==> config.mk <==
export PLATFORM = sky130hd
export DESIGN_NAME = board_reset_ctrl
export DESIGN_NICKNAME = d
export VERILOG_FILES = /design/src/source/rst_pkg.sv /design/src/source/activity_led.sv /design/src/source/board_reset_ctrl.sv /design/src/source/reset_sequencer.sv /design/src/source/reset_timer.sv
export SDC_FILE = /design/constraint.sdc
export NUM_CORES = 1
export LEC_CHECK = 0
export ABC_AREA = 1
export BUFFER_PORTS_ARGS = -buffer_cell sky130_fd_sc_hd__buf_2
export CORE_MARGIN = 2
export CORE_UTILIZATION = 39
export CTS_CLUSTER_SIZE = 16
export DETAILED_ROUTE_END_ITERATION = 8
export PLACE_DENSITY_LB_ADDON = 0.25
export SKIP_LAST_GASP = 1
export SLEW_MARGIN = 15
export SYNTH_ARGS = -nofsm -noshare
export SYNTH_HDL_FRONTEND = slang
export SYNTH_SLANG_ARGS = --single-unit
==> constraint.sdc <==
create_clock -name clk100mhz_i -period 3.7 [get_ports clk100mhz_i]
set_input_delay 0 -clock clk100mhz_i [delete_from_list [all_inputs] [get_ports clk100mhz_i]]
set_output_delay 0 -clock clk100mhz_i [all_outputs]
set_load 0.03 [all_outputs]
==> src/source/rst_pkg.sv <==
// reset control package: software reset command encoding, GPIO bus type and counter defaults
package rst_pkg;

	// software reset command as driven by the device table
	// high bit alone asks for a warm restart, low bit alone for power off,
	// both bits together for a cold restart
	typedef enum logic [1:0] {
		SW_RST_NONE = 2'b00,
		SW_RST_OFF  = 2'b01,
		SW_RST_WARM = 2'b10,
		SW_RST_COLD = 2'b11
	} sw_rst_cmd_e;

	// number of GPIO lines on the board header
	localparam int GPIO_COUNT = 8;

	// GPIO bus as seen by the activity merge
	typedef logic [GPIO_COUNT-1:0] gpio_t;

	// reset stretch counter width
	// 16 bits gives about 655 us at 100 MHz
	localparam int DEF_RST_CNTR_BITSZ = 16;

	// activity dimming counter width
	// one bit lights the LED at most every other cycle
	localparam int DEF_ACT_CNTR_BITSZ = 1;

endpackage

==> src/source/activity_led.sv <==
`timescale 1ns/10ps
// activity LED: throttled one-cycle activity pulse merged onto GPIO bit 0
module activity_led import rst_pkg::*; #(
	parameter int WIDTH = DEF_ACT_CNTR_BITSZ
) (
	input  logic  clk100mhz_i,
	input  logic  rst_p,
	input  logic  sd_di_i,
	input  logic  sd_do_i,
	input  logic  dram_init_error_i,
	input  gpio_t gpio_i,
	output gpio_t gp_o
);

	logic             event_w;
	logic [WIDTH-1:0] dim_cnt_q;
	logic             pulse_q;

	// SPI lines idle high, so any low line means traffic
	// a DRAM init error keeps the LED flashing
	assign event_w = ~(sd_di_i & sd_do_i) | dram_init_error_i;

	always_ff @(posedge clk100mhz_i) begin
		if (rst_p) begin
			dim_cnt_q <= '0;
			pulse_q   <= 1'b0;
		end else if (dim_cnt_q != '0) begin
			// blanking period, no pulse until the counter empties
			dim_cnt_q <= dim_cnt_q - 1'b1;
			pulse_q   <= 1'b0;
		end else if (event_w) begin
			dim_cnt_q <= '1;
			pulse_q   <= 1'b1;
		end else begin
			pulse_q <= 1'b0;
		end
	end

	// only bit 0 carries the activity indication
	assign gp_o = gpio_i | {{(GPIO_COUNT-1){1'b0}}, pulse_q};

endmodule

==> src/source/board_reset_ctrl.sv <==
`timescale 1ns/10ps
// board reset control: system and RAM reset stretching, software reset decode and activity LED
module board_reset_ctrl import rst_pkg::*; #(
	parameter int RST_CNTR_BITSZ = DEF_RST_CNTR_BITSZ,
	parameter int ACT_CNTR_BITSZ = DEF_ACT_CNTR_BITSZ
) (
	input  logic        clk100mhz_i,
	input  logic        rst_p,
	input  logic        pll_locked_i,
	input  logic        cpu_rst_req_i,
	input  sw_rst_cmd_e sw_rst_cmd_i,
	input  logic        dram_init_error_i,
	input  logic        sd_di_i,
	input  logic        sd_do_i,
	input  gpio_t       gpio_i,
	output logic        sys_rst_o,
	output logic        ram_rst_o,
	output logic        sd_reset_o,
	output logic        cold_rst_o,
	output gpio_t       gp_o
);

	logic sys_reload;
	logic sys_run;
	logic sys_busy;
	logic ram_reload;
	logic ram_run;
	logic ram_busy;

	reset_sequencer u_sequencer (
		.clk100mhz_i   (clk100mhz_i),
		.rst_p         (rst_p),
		.pll_locked_i  (pll_locked_i),
		.cpu_rst_req_i (cpu_rst_req_i),
		.sw_rst_cmd_i  (sw_rst_cmd_i),
		.sys_busy_i    (sys_busy),
		.ram_busy_i    (ram_busy),
		.sys_reload_o  (sys_reload),
		.sys_run_o     (sys_run),
		.ram_reload_o  (ram_reload),
		.ram_run_o     (ram_run),
		.sys_rst_o     (sys_rst_o),
		.ram_rst_o     (ram_rst_o),
		.cold_rst_o    (cold_rst_o)
	);

	// stretches the system reset after the last cause
	reset_timer #(
		.WIDTH (RST_CNTR_BITSZ)
	) u_sys_timer (
		.clk100mhz_i (clk100mhz_i),
		.reload_i    (sys_reload),
		.run_i       (sys_run),
		.busy_o      (sys_busy)
	);

	// stretches the DRAM controller reset
	reset_timer #(
		.WIDTH (RST_CNTR_BITSZ)
	) u_ram_timer (
		.clk100mhz_i (clk100mhz_i),
		.reload_i    (ram_reload),
		.run_i       (ram_run),
		.busy_o      (ram_busy)
	);

	activity_led #(
		.WIDTH (ACT_CNTR_BITSZ)
	) u_activity_led (
		.clk100mhz_i       (clk100mhz_i),
		.rst_p             (rst_p),
		.sd_di_i           (sd_di_i),
		.sd_do_i           (sd_do_i),
		.dram_init_error_i (dram_init_error_i),
		.gpio_i            (gpio_i),
		.gp_o              (gp_o)
	);

	// SD card power is cut for as long as the system is in reset
	assign sd_reset_o = sys_rst_o;

endmodule

==> src/source/reset_sequencer.sv <==
`timescale 1ns/10ps
// reset sequencer: decodes reset causes, steers both reset timers and forms the board resets
module reset_sequencer import rst_pkg::*; (
	input  logic        clk100mhz_i,
	input  logic        rst_p,
	input  logic        pll_locked_i,
	input  logic        cpu_rst_req_i,
	input  sw_rst_cmd_e sw_rst_cmd_i,
	input  logic        sys_busy_i,
	input  logic        ram_busy_i,
	output logic        sys_reload_o,
	output logic        sys_run_o,
	output logic        ram_reload_o,
	output logic        ram_run_o,
	output logic        sys_rst_o,
	output logic        ram_rst_o,
	output logic        cold_rst_o
);

	// HOLD   a reset cause is present
	// COUNT  the system timer is draining
	// RUN    the system is out of reset
	// OFF    power-off latched, only rst_p leaves
	typedef enum logic [1:0] {
		ST_HOLD  = 2'd0,
		ST_COUNT = 2'd1,
		ST_RUN   = 2'd2,
		ST_OFF   = 2'd3
	} seq_state_e;

	seq_state_e state_q;
	seq_state_e state_d;

	logic warm_cmd;
	logic cold_cmd;
	logic off_cmd;
	logic sys_cause;
	logic cold_q;

	// software command decode
	assign warm_cmd = (sw_rst_cmd_i == SW_RST_WARM);
	assign cold_cmd = (sw_rst_cmd_i == SW_RST_COLD);
	assign off_cmd  = (sw_rst_cmd_i == SW_RST_OFF);

	// anything that restarts the system reset stretch
	assign sys_cause = rst_p | cpu_rst_req_i | warm_cmd | cold_cmd;

	always_comb begin
		state_d = state_q;
		case (state_q)
			ST_HOLD: begin
				// timer was reloaded while here, start draining once clear
				if (!sys_cause) begin
					state_d = ST_COUNT;
				end
			end
			ST_COUNT: begin
				if (sys_cause) begin
					state_d = ST_HOLD;
				end else if (pll_locked_i && !sys_busy_i) begin
					state_d = ST_RUN;
				end
			end
			ST_RUN: begin
				if (sys_cause) begin
					state_d = ST_HOLD;
				end else if (!pll_locked_i) begin
					// lost lock, wait for it again before running
					state_d = ST_COUNT;
				end
			end
			ST_OFF: begin
				state_d = ST_OFF;
			end
		endcase

		// a power-off request overrides every state
		if (off_cmd) begin
			state_d = ST_OFF;
		end
	end

	always_ff @(posedge clk100mhz_i) begin
		if (rst_p) begin
			state_q <= ST_HOLD;
		end else begin
			state_q <= state_d;
		end
	end

	// cold restart strobe, one cycle behind the command
	always_ff @(posedge clk100mhz_i) begin
		if (rst_p) begin
			cold_q <= 1'b0;
		end else begin
			cold_q <= cold_cmd;
		end
	end

	// system timer reloads on any cause
	assign sys_reload_o = sys_cause;

	// drain only in COUNT and only with a stable clock
	assign sys_run_o = pll_locked_i & (state_q == ST_COUNT);

	// RAM contents survive warm restarts,
	// so only board reset or a cold restart reloads this timer
	assign ram_reload_o = rst_p | cold_cmd;
	assign ram_run_o    = pll_locked_i;

	// board resets
	assign sys_rst_o  = sys_busy_i | ~pll_locked_i | (state_q == ST_OFF);
	assign ram_rst_o  = ram_busy_i;
	assign cold_rst_o = cold_q;

endmodule

==> src/source/reset_timer.sv <==
`timescale 1ns/10ps
// reset timer: reloadable down-counter that keeps a reset asserted until it runs out
module reset_timer import rst_pkg::*; #(
	parameter int WIDTH = DEF_RST_CNTR_BITSZ
) (
	input  logic clk100mhz_i,
	input  logic reload_i,
	input  logic run_i,
	output logic busy_o
);

	// remaining reset cycles
	logic [WIDTH-1:0] cnt_q;

	// reload wins over counting, so a cause that is
	// still present keeps the count pinned at full scale
	always_ff @(posedge clk100mhz_i) begin
		if (reload_i) begin
			cnt_q <= '1;
		end else if (run_i && (cnt_q != '0)) begin
			cnt_q <= cnt_q - 1'b1;
		end
	end

	// stays busy until the last decrement lands on zero
	assign busy_o = |cnt_q;

endmodule

==> flow_summary.json, run 1 <==
{
  "dr.first_iter.drc_count": 118,
  "clock-root-buffer": "clkbuf_8",
  "io_buffer_count": 14,
  "synthCells": 355,
  "cts-buffers-inserted": 5,
  "post_cts_buffers": 0,
  "htreeDepth": 2,
  "rsz0062_at_grt": "false",
  "synthesis.nets": 376,
  "relSlewSlack_pct": 65.78,
  "final_nets": 387,
  "finalSetupTns_ns": 0,
  "worstPathArrival_ns": 1.60,
  "synth_compound_area_share_pct": 4.076,
  "utilization_pct": 43.63,
  "drc": 0,
  "crit_type": "register to primary output",
  "num_antenna_cells": 0,
  "yosysTopAreaCell": "dfxtp_1",
  "synthTopCellsByCount": "nand2_1 (125), nor2_1 (52), nand3_1 (46), dfxtp_1 (37), inv_1 (26)",
  "synth.area.mux_share_pct": 0,
  "synthArstFlopShare_pct": 0,
  "start_util_pct": 40.45,
  "design.core.area_mm2": 0.005540,
  "grt_pass1_vias": 1999,
  "path_buf_inv": 2,
  "synth_area_leaders": "dfxtp_1 (33%), nand2_1 (21%), nand3_1 (10%), nor2_1 (8.7%), inv_1 (4.4%)",
  "synthToLayoutAreaGrowth_pct": 7.873,
  "grt.total_usage_pct": 17.01,
  "path_cells": "inv_1 -> ha_1 -> nand2_1 -> nor2_2 -> nand3_1 -> a21o_1 -> buf_2",
  "fin_crit_ns": 1.599,
  "final.period_utilization_pct": 43.21,
  "status": "completed",
  "cts_resized": 0,
  "grt_max_degree": 18,
  "synth-seq-area-share_pct": 33.05,
  "cp_slowest_cell": "dfxtp_1",
  "io_pins": 29,
  "die_w_um": 79.80,
  "postRouteAntennaNets": 0,
  "place_congestion": 0.8911,
  "synthAdderAreaFrac_pct": 2.233,
  "worstPathMaxFanout": 5,
  "cp_slowest_stage_delay_ns": 0.34,
  "avgRoutedWirePerCell_um": 10.93,
  "drv_slew": 0,
  "yosys_warnings": 0,
  "yosys.cell_count.top_type": "nand2_1",
  "grt_pass1_wl_um": 8687,
  "num_vias": 2122,
  "insertion_delay_ns": 0.29,
  "die_h_um": 79.80,
  "dpl-instance-area_mm2": 0.002301,
  "crit_required_ns": 3.70,
  "skew_ns": 0.005045,
  "synth_cell_type_count": 27,
  "synthXorXnorAreaFrac_pct": 1.954,
  "place_hpwl_um": 3452,
  "holdCritPathClass": "input port to primary output",
  "finalHoldViolations": 0,
  "tightest_slew_ns": 0.5127,
  "power_density_mw_per_mm2": 335.6,
  "final_area_mm2": 0.002417,
  "synth_top_area_share_pct": 33.05,
  "synth-seq-cells": 37,
  "row_count": 27,
  "synth-main-ff-cell": "dfxtp_1",
  "first_pass_iters": 4,
  "clk_pin_slew_worst_paths_ns": 0.07,
  "finalSetupViolCount": 0,
  "total_power_mw": 0.8112,
  "cp-end-kind": "primary output",
  "drv_cap": 0,
  "cts_sinks": 37,
  "clockBufferDepth": 2,
  "synth_edf_count": 0,
  "holdBufCountCts": 3,
  "antenna_found_initial": 0,
  "start_kind": "register",
  "p_leak_nw": 1.132,
  "via_per_inst": 4.845,
  "wirelength_um": 4789,
  "nFillCells": 622,
  "grt_overflow": 0,
  "syn_area_mm2": 0.002241,
  "syn_area_per_cell_um2": 6.312,
  "path_delay_family": "flip-flops",
  "synth_top_family_by_area": "simple AND/OR/NAND/NOR gates",
  "cts_tree": "built",
  "die_area_mm2": 0.006368,
  "fmax_ghz": 0.6255,
  "synth-simple-area-share_pct": 48.97,
  "vdd_drop_max_v": 0.0001908,
  "drive_gt1_share_pct": 10.11
}
-- layout by cell type (no fill, tap or decap), drive strengths merged --
cell type,instances
a21o,1
dlygate4sd3,3
a21boi,1
nor3,4
or2,1
o211ai,1
xnor2,2
o21ai,10
nand3,46
clkbuf,7
nand2,129
inv,28
a21oi,3
nand3b,11
and2,1
xor2,3
nor2,59
dfxtp,37
buf,15
ha,4
-- layer usage --
metal,vias up,global-route usage [%],routed length (µm)
li1,1131,-,-
met1,950,22.19,2462
met2,34,27.73,2057
met3,7,3.507,196
met4,0,6.102,72
met5,-,0,0
-- cell type report --
| type | count | area (µm²) | share of cell area, % |
|---|---|---|---|
| Clock buffer | 7 | 86.33 | 3.571 |
| Inverter | 28 | 110.1 | 4.555 |
| Tap cell | 72 | 90.09 | 3.727 |
| Multi-Input combinational cell | 276 | 1282 | 53.05 |
| Timing Repair Buffer | 18 | 107.6 | 4.451 |
| Sequential cell | 37 | 740.7 | 30.64 |
-- logic make-up (layout without fill, tap and decap cells) --
kind of cell             count (synthesis)  in the layout
AND/OR/NAND/NOR                        251            251
buffers and inverters                   42             53
XOR/XNOR                                 5              5
adder cells (fa/ha/maj)                  4              4
AO/OA/AOI/OAI                           16             16
flip-flops                              37             37
-- state kept, by name, indices dropped and copies added, names as in the netlist --
name	flops
u_activity_led.pulse_q	1
u_sequencer.cold_rst_o	1
u_sequencer.state_q	2
u_activity_led.dim_cnt_q	1
u_ram_timer.cnt_q	16
u_sys_timer.cnt_q	16
-- worst reg2reg max path, cell delays in order (launching register included) --
cell and delay [ns]:
dfxtp_1 0.39, inv_1 0.11, ha_1 0.20, nand2_1 0.07, nor2_2 0.05, nand2_2 0.07, nand2_4 0.13, inv_4 0.20
nand2_1 0.08, nand2_1 0.06, nand3_1 0.05
-- where the power goes --
group,switching [mW],total [mW],internal [mW]
Combinational,0.0603,0.0956,0.0353
Clock,0.140,0.288,0.148
Sequential,0.0144,0.428,0.413
-- per-stage QoR --
stage	cells	hold WS, ns	worst slack, ns
after floorplan	355	0.07151	2.261
after global placement	428	0.0002048	2.194
after detailed placement	428	0.0002048	2.170
after CTS	438	0.0002048	2.069
after global routing	438	0.00006627	1.940
final	438	0.00001319	2.101
-- final timing paths --
check | cells after the start | slack [ns] | start | end
worst max-delay path | 7 | 2.10 | u_sys_timer.cnt_q[0]$_SDFFE_PP1P_ | sd_reset_o
worst min-delay path | 0 | 0.00001 | gpio_i[3] | gp_o[3]
worst max register to register | 10 | 2.16 | u_sys_timer.cnt_q[0]$_SDFFE_PP1P_ | u_sys_timer.cnt_q[6]$_SDFFE_PP1P_
worst min register to register | 1 | 0.43 | u_activity_led.dim_cnt_q$_SDFF_PP0_ | u_activity_led.pulse_q$_SDFF_PP0_
Note: power is estimated with default switching activity, not from simulation.
==> run 2, diff against run 1 <==
==> constraint.sdc (replaced) <==
create_clock -name clk100mhz_i -period 1.4 [get_ports clk100mhz_i]
set_input_delay 0 -clock clk100mhz_i [delete_from_list [all_inputs] [get_ports clk100mhz_i]]
set_output_delay 0 -clock clk100mhz_i [all_outputs]
set_load 0.03 [all_outputs]
==> flow_summary.json, run 2 (same netlist as run 1, synthesis figures left out) <==
{
  "tightest_slew_ns": 0.2925,
  "utilization_pct": 53.09,
  "grtUsageMet1_pct": 19.86,
  "num_antenna_cells": 0,
  "intPower_mw": 1.761,
  "combinationalPowerShare_pct": 13.6,
  "clkPwrFrac_pct": 39.4,
  "finalSetupTns_ns": -0.1585,
  "p_leak_nw": 1.301,
  "met3_usage_pct": 3.733,
  "total_power_mw": 2.410,
  "crit_required_ns": 1.40,
  "grt_overflow": 0,
  "final_nets": 420,
  "fin_crit_ns": 1.456,
  "drive_gt1_share_pct": 31.25,
  "postRouteAntennaNets": 0,
  "grt_pass1_vias": 2119,
  "worstPathArrival_ns": 1.46,
  "final_area_mm2": 0.002942,
  "wirelength_um": 5617,
  "grt_max_degree": 18,
  "finalSetupViolCount": 6,
  "crit_type": "register to primary output",
  "start_util_pct": 40.45,
  "setup_ws_ns": -0.05572,
  "clockBufferDepth": 2,
  "drc": 0,
  "cp-end-kind": "primary output",
  "status": "finished with violations",
  "top_usage_layer": "met2",
  "vdd_drop_max_v": 0.0005563,
  "die_w_um": 79.80,
  "cts-buffers-inserted": 5,
  "die_h_um": 79.80,
  "reg_top3": "u_ram_timer.cnt_q x16, u_sys_timer.cnt_q x16, u_sequencer.state_q x2",
  "final.period_utilization_pct": 104.0,
  "holdCritPathClass": "input port to primary output",
  "switching_share_pct": 26.93,
  "worstPathMaxFanout": 2,
  "grt_pass1_wl_um": 8894,
  "rsz0062_at_grt": "true",
  "row_count": 27,
  "p_switching_mw": 0.6490,
  "io_buffer_count": 14,
  "grt.total_usage_pct": 17.33,
  "via_per_inst": 4.871,
  "final_cell_mix": "nand2_1 (119), nand3_1 (44), nor2_1 (32)",
  "synthToLayoutAreaGrowth_pct": 31.27,
  "violations": "setup timing",
  "clk_pin_slew_worst_paths_ns": 0.08,
  "place_congestion": 0.8400,
  "relSlewSlack_pct": 80.43,
  "insertion_delay_ns": 0.29,
  "start_kind": "register",
  "antenna_found_initial": 0,
  "skew_ns": 0.008406,
  "reg2reg_setup_slack_ns": -0.03,
  "use_met2_pct": 30.59,
  "htreeDepth": 2,
  "cts_sinks": 37,
  "first_pass_iters": 4,
  "multi_input_area_mm2": 0.001473,
  "fmax_ghz": 0.6869,
  "layout_commonest_cell": "nand2_1",
  "drv_cap": 0,
  "design.core.area_mm2": 0.005540,
  "drv_slew": 0,
  "num_vias": 2299,
  "dr.first_iter.drc_count": 63,
  "io_pins": 29,
  "cts_tree": "built",
  "dpl-instance-area_mm2": 0.002435,
  "whs_ns": 0.00001319,
  "seqPwrFrac_pct": 46.9,
  "final-seq-area_um2": 760.7,
  "die_area_mm2": 0.006368,
  "nFillCells": 552,
  "clock-root-buffer": "clkbuf_8",
  "power_density_mw_per_mm2": 819.4,
  "finalHoldViolations": 0,
  "avgRoutedWirePerCell_um": 11.90,
  "place_hpwl_um": 3690
}
==> run 2: changes by cell type in the layout (fill, tap and decap cells not counted), moves of 6 or more <==
cell | before | now
nand2_1 | 125 | 119
dfxtp_2 | 0 | 16
dfxtp_1 | 37 | 21
nor2_1 | 52 | 32
nor2_4 | 1 | 12
inv_1 | 26 | 20
nor2_2 | 6 | 15
buf_4 | 1 | 28
==> run 2: power groups by stage <==
stage / logic, mW / registers [mW] / clock network (mW)
finish: 0.328 / 1.13 / 0.950
global route: 0.373 / 1.14 / 1.03
CTS: 0.296 / 1.13 / 0.985
detailed placement: 0.276 / 1.15 / 0
global placement: 0.269 / 1.15 / 0
floorplan: 0.243 / 1.15 / 0
==> run 2: per-stage QoR <==
stage | std cells | setup WS [ns]
after floorplan | 355 | 0.008491
after detailed placement | 444 | -0.01879
final | 472 | -0.05572
after global placement | 444 | 0.02130
after CTS | 461 | -0.04442
after global routing | 472 | -0.1220
==> run 2: critical path: stages, from the launching register on <==
cell and delay, ns:
dfxtp_2 0.33, inv_2 0.07, ha_4 0.13, nand2_2 0.07, nor2_4 0.13, nand3_2 0.10
a21o_1 0.19, buf_6 0.14
==> run 2: repair_timing <==
item,in CTS,in global routing
pin swaps,4,16
gates resized for setup,22,55
hold buffers,3,0
cloned,0,3
setup endpoints to repair,8,37
setup buffers,6,8
endpoints found under the hold margin,3,0
==> run 2: layout make-up <==
cell class / count / share of cell area [%]
Sequential cell: 37 / 25.86
Clock inverter: 3 / 1.574
Timing Repair inverter: 2 / 0.5955
Tap cell: 72 / 3.063
Multi-Input combinational cell: 277 / 50.06
Timing Repair Buffer: 48 / 12.12
Inverter: 28 / 4.381
Clock buffer: 5 / 2.339
==> run 2: final timing paths <==
kind,from,to,depth (start not counted)
setup / recovery,u_sys_timer.cnt_q[1]$_SDFFE_PP1P_,sd_reset_o,7
hold / removal,gpio_i[7],gp_o[7],0
setup reg to reg,u_ram_timer.cnt_q[4]$_SDFFE_PP1P_,u_ram_timer.cnt_q[10]$_SDFFE_PP1P_,8
hold reg to reg,u_activity_led.dim_cnt_q$_SDFF_PP0_,u_activity_led.dim_cnt_q$_SDFF_PP0_,1
==> run 2: per-layer routing <==
metal  routed length (µm)  up-vias
met2                 2944       34
met5                    0        -
met1                 2398     1046
li1                     -     1205
met4                  136        0
met3                  138       14
==> run 3, diff against run 2 <==
--- a/config.mk
+++ b/config.mk
@@ -11,9 +11,12 @@
 export CORE_UTILIZATION = 39
 export CTS_CLUSTER_SIZE = 16
 export DETAILED_ROUTE_END_ITERATION = 8
+export GPL_TIMING_DRIVEN = 0
 export PLACE_DENSITY_LB_ADDON = 0.25
+export SETUP_SLACK_MARGIN = 0.15
 export SKIP_LAST_GASP = 1
 export SLEW_MARGIN = 15
 export SYNTH_ARGS = -nofsm -noshare
 export SYNTH_HDL_FRONTEND = slang
 export SYNTH_SLANG_ARGS = --single-unit
+export TNS_END_PERCENT = 20
==> flow_summary.json, run 3 (same netlist as run 1, synthesis figures left out) <==
{
  "status": "finished with violations",
  "violations": "setup timing",
  "grt_pass1_wl_um": 9446,
  "grt_max_degree": 11,
  "path_cells": "nor2_4 -> nand2_2 -> nor2_4 -> nand3_2 -> a21o_1 -> buf_6 -> buf_6",
  "postRouteAntennaNets": 0,
  "start_kind": "register",
  "whs_ns": 0.03641,
  "tightest_slew_ns": 0.5706,
  "dr.first_iter.drc_count": 107,
  "drv_cap": 0,
  "final_cells": 486,
  "htreeDepth": 2,
  "synthToLayoutAreaGrowth_pct": 34.95,
  "cp-end-kind": "primary output",
  "avgRoutedWirePerCell_um": 11.24,
  "antenna_found_initial": 0,
  "worstPathMaxFanout": 2,
  "final_cell_mix": "nand2_1 (117), nand3_1 (44), nor2_1 (34), buf_4 (34)",
  "cp_slowest_cell": "dfxtp_4",
  "drv_slew": 0,
  "layout_commonest_cell": "nand2_1",
  "path_delay_family": "simple AND/OR/NAND/NOR gates",
  "final.period_utilization_pct": 105.3,
  "die_w_um": 79.80,
  "cts_sinks": 37,
  "clockBufferDepth": 2,
  "row_count": 27,
  "worstPathArrival_ns": 1.47,
  "fin_crit_ns": 1.474,
  "io_pins": 29,
  "path_buf_inv": 2,
  "vdd_drop_max_v": 0.0004498,
  "grt_overflow": 0,
  "grt_pass1_vias": 2271,
  "num_vias": 2356,
  "start_util_pct": 40.45,
  "drc": 0,
  "cts_tree": "built",
  "place_hpwl_um": 3684,
  "crit_type": "register to primary output",
  "fmax_ghz": 0.6784,
  "skew_ns": 0.007519,
  "cp_slowest_stage_delay_ns": 0.36,
  "grt.total_usage_pct": 18.61,
  "reg_top3": "u_ram_timer.cnt_q x16, u_sys_timer.cnt_q x16, u_sequencer.state_q x2",
  "dp.cells": 448,
  "final_nets": 435,
  "nFillCells": 534,
  "p_leak_nw": 1.377,
  "crit_required_ns": 1.40,
  "die_area_mm2": 0.006368,
  "design.core.area_mm2": 0.005540,
  "place_congestion": 0.8520,
  "final-seq-area_um2": 778.2,
  "power_density_mw_per_mm2": 745.1,
  "setup_ws_ns": -0.07410,
  "io_buffer_count": 21,
  "die_h_um": 79.80,
  "relSlewSlack_pct": 61.96,
  "finalSetupViolCount": 8,
  "multi_input_area_mm2": 0.001459,
  "drive_gt1_share_pct": 34.30,
  "first_pass_iters": 6,
  "clock-root-buffer": "clkbuf_8",
  "cts-buffers-inserted": 5,
  "wirelength_um": 5463,
  "holdCritPathClass": "input port to register",
  "num_antenna_cells": 0,
  "insertion_delay_ns": 0.29,
  "finalHoldViolations": 0,
  "clk_pin_slew_worst_paths_ns": 0.07,
  "via_per_inst": 4.848,
  "rsz0062_at_grt": "true"
}
==> run 3: changes by cell type in the layout (fill, tap and decap cells not counted), sizes merged <==
cell / delta
clkinv: -2
bufinv: -1
clkinvlp: -2
clkbuf: +3
nand2: -1
buf: +16
dlygate4sd3: +1
==> run 3: power breakdown <==
group	total [mW]	leakage (nW)	internal [mW]	switching, mW
Sequential	1.13	0.294	1.09	0.0449
Combinational	0.359	1.04	0.152	0.207
Clock	0.761	0.0443	0.391	0.370
Total	2.25	1.38	1.63	0.622
==> run 3: worst register-to-register path, stage by stage, from the launching register on <==
cell	delay (ns)
dfxtp_4	0.36
nor2_4	0.11
nand2_2	0.08
nor2_4	0.13
buf_4	0.13
nand2_2	0.06
nand2_4	0.09
inv_4	0.06
buf_6	0.14
nand2_1	0.07
nand3_1	0.06
==> run 3: what timing repair did <==
item / 4_1_cts / 5_1_grt
endpoints found under the hold margin: 3 / 0
pin swaps: 10 / 8
setup buffers: 17 / 9
resized for setup: 44 / 38
cloned: 0 / 1
endpoints found under the setup margin: 37 / 37
hold buffers: 4 / 0
==> run 3: final cells by class <==
cell class	instances	area share [%]
multi-input combinational	276	48.24
clock buffer	7	2.855
buffer	14	3.806
sequential	37	25.73
tap	72	2.979
inverter	28	3.972
timing repair buffer	52	12.41
==> run 3: metrics by stage <==
| stage | setup TNS (ns) | setup WS [ns] | total power [mW] | cell area [µm²] | util, % |
|---|---|---|---|---|---|
| after floorplan | 0 | 0.03168 | 1.391 | 2260 | - |
| after global placement | -0.9215 | -0.08137 | 1.465 | 2455 | 44.31 |
| after detailed placement | -1.416 | -0.1153 | 1.472 | 2455 | 44.31 |
| after CTS | -0.6163 | -0.07215 | 2.252 | 2829 | 51.06 |
| after global routing | -2.205 | -0.1619 | 2.395 | 3024 | 54.58 |
| final | -0.1261 | -0.07410 | 2.253 | 3024 | 54.58 |
==> run 3: final timing paths <==
check                                       from                                  to  slack, ns  depth (start not counted)
max reg2reg    u_sys_timer.cnt_q[5]$_SDFFE_PP1P_  u_sys_timer.cnt_q[10]$_SDFFE_PP1P_      -0.01                         10
min reg2reg  u_activity_led.dim_cnt_q$_SDFF_PP0_   u_activity_led.pulse_q$_SDFF_PP0_       0.42                          1
max            u_sys_timer.cnt_q[5]$_SDFFE_PP1P_                           sys_rst_o      -0.07                          7
min                                      sd_do_i   u_activity_led.pulse_q$_SDFF_PP0_       0.04                          4
==> run 3: layer usage <==
| metal | routed length, µm | vias to the layer above | GRT usage [%] | share of wire (%) |
|---|---|---|---|---|
| met5 | 0 | - | 0 | 0 |
| met4 | 124 | 0 | 8.644 | 2.3 |
| met3 | 209 | 11 | 3.733 | 3.8 |
| met2 | 2785 | 50 | 33.87 | 51 |
| met1 | 2344 | 1062 | 20.64 | 43 |
| li1 | - | 1233 | - | - |
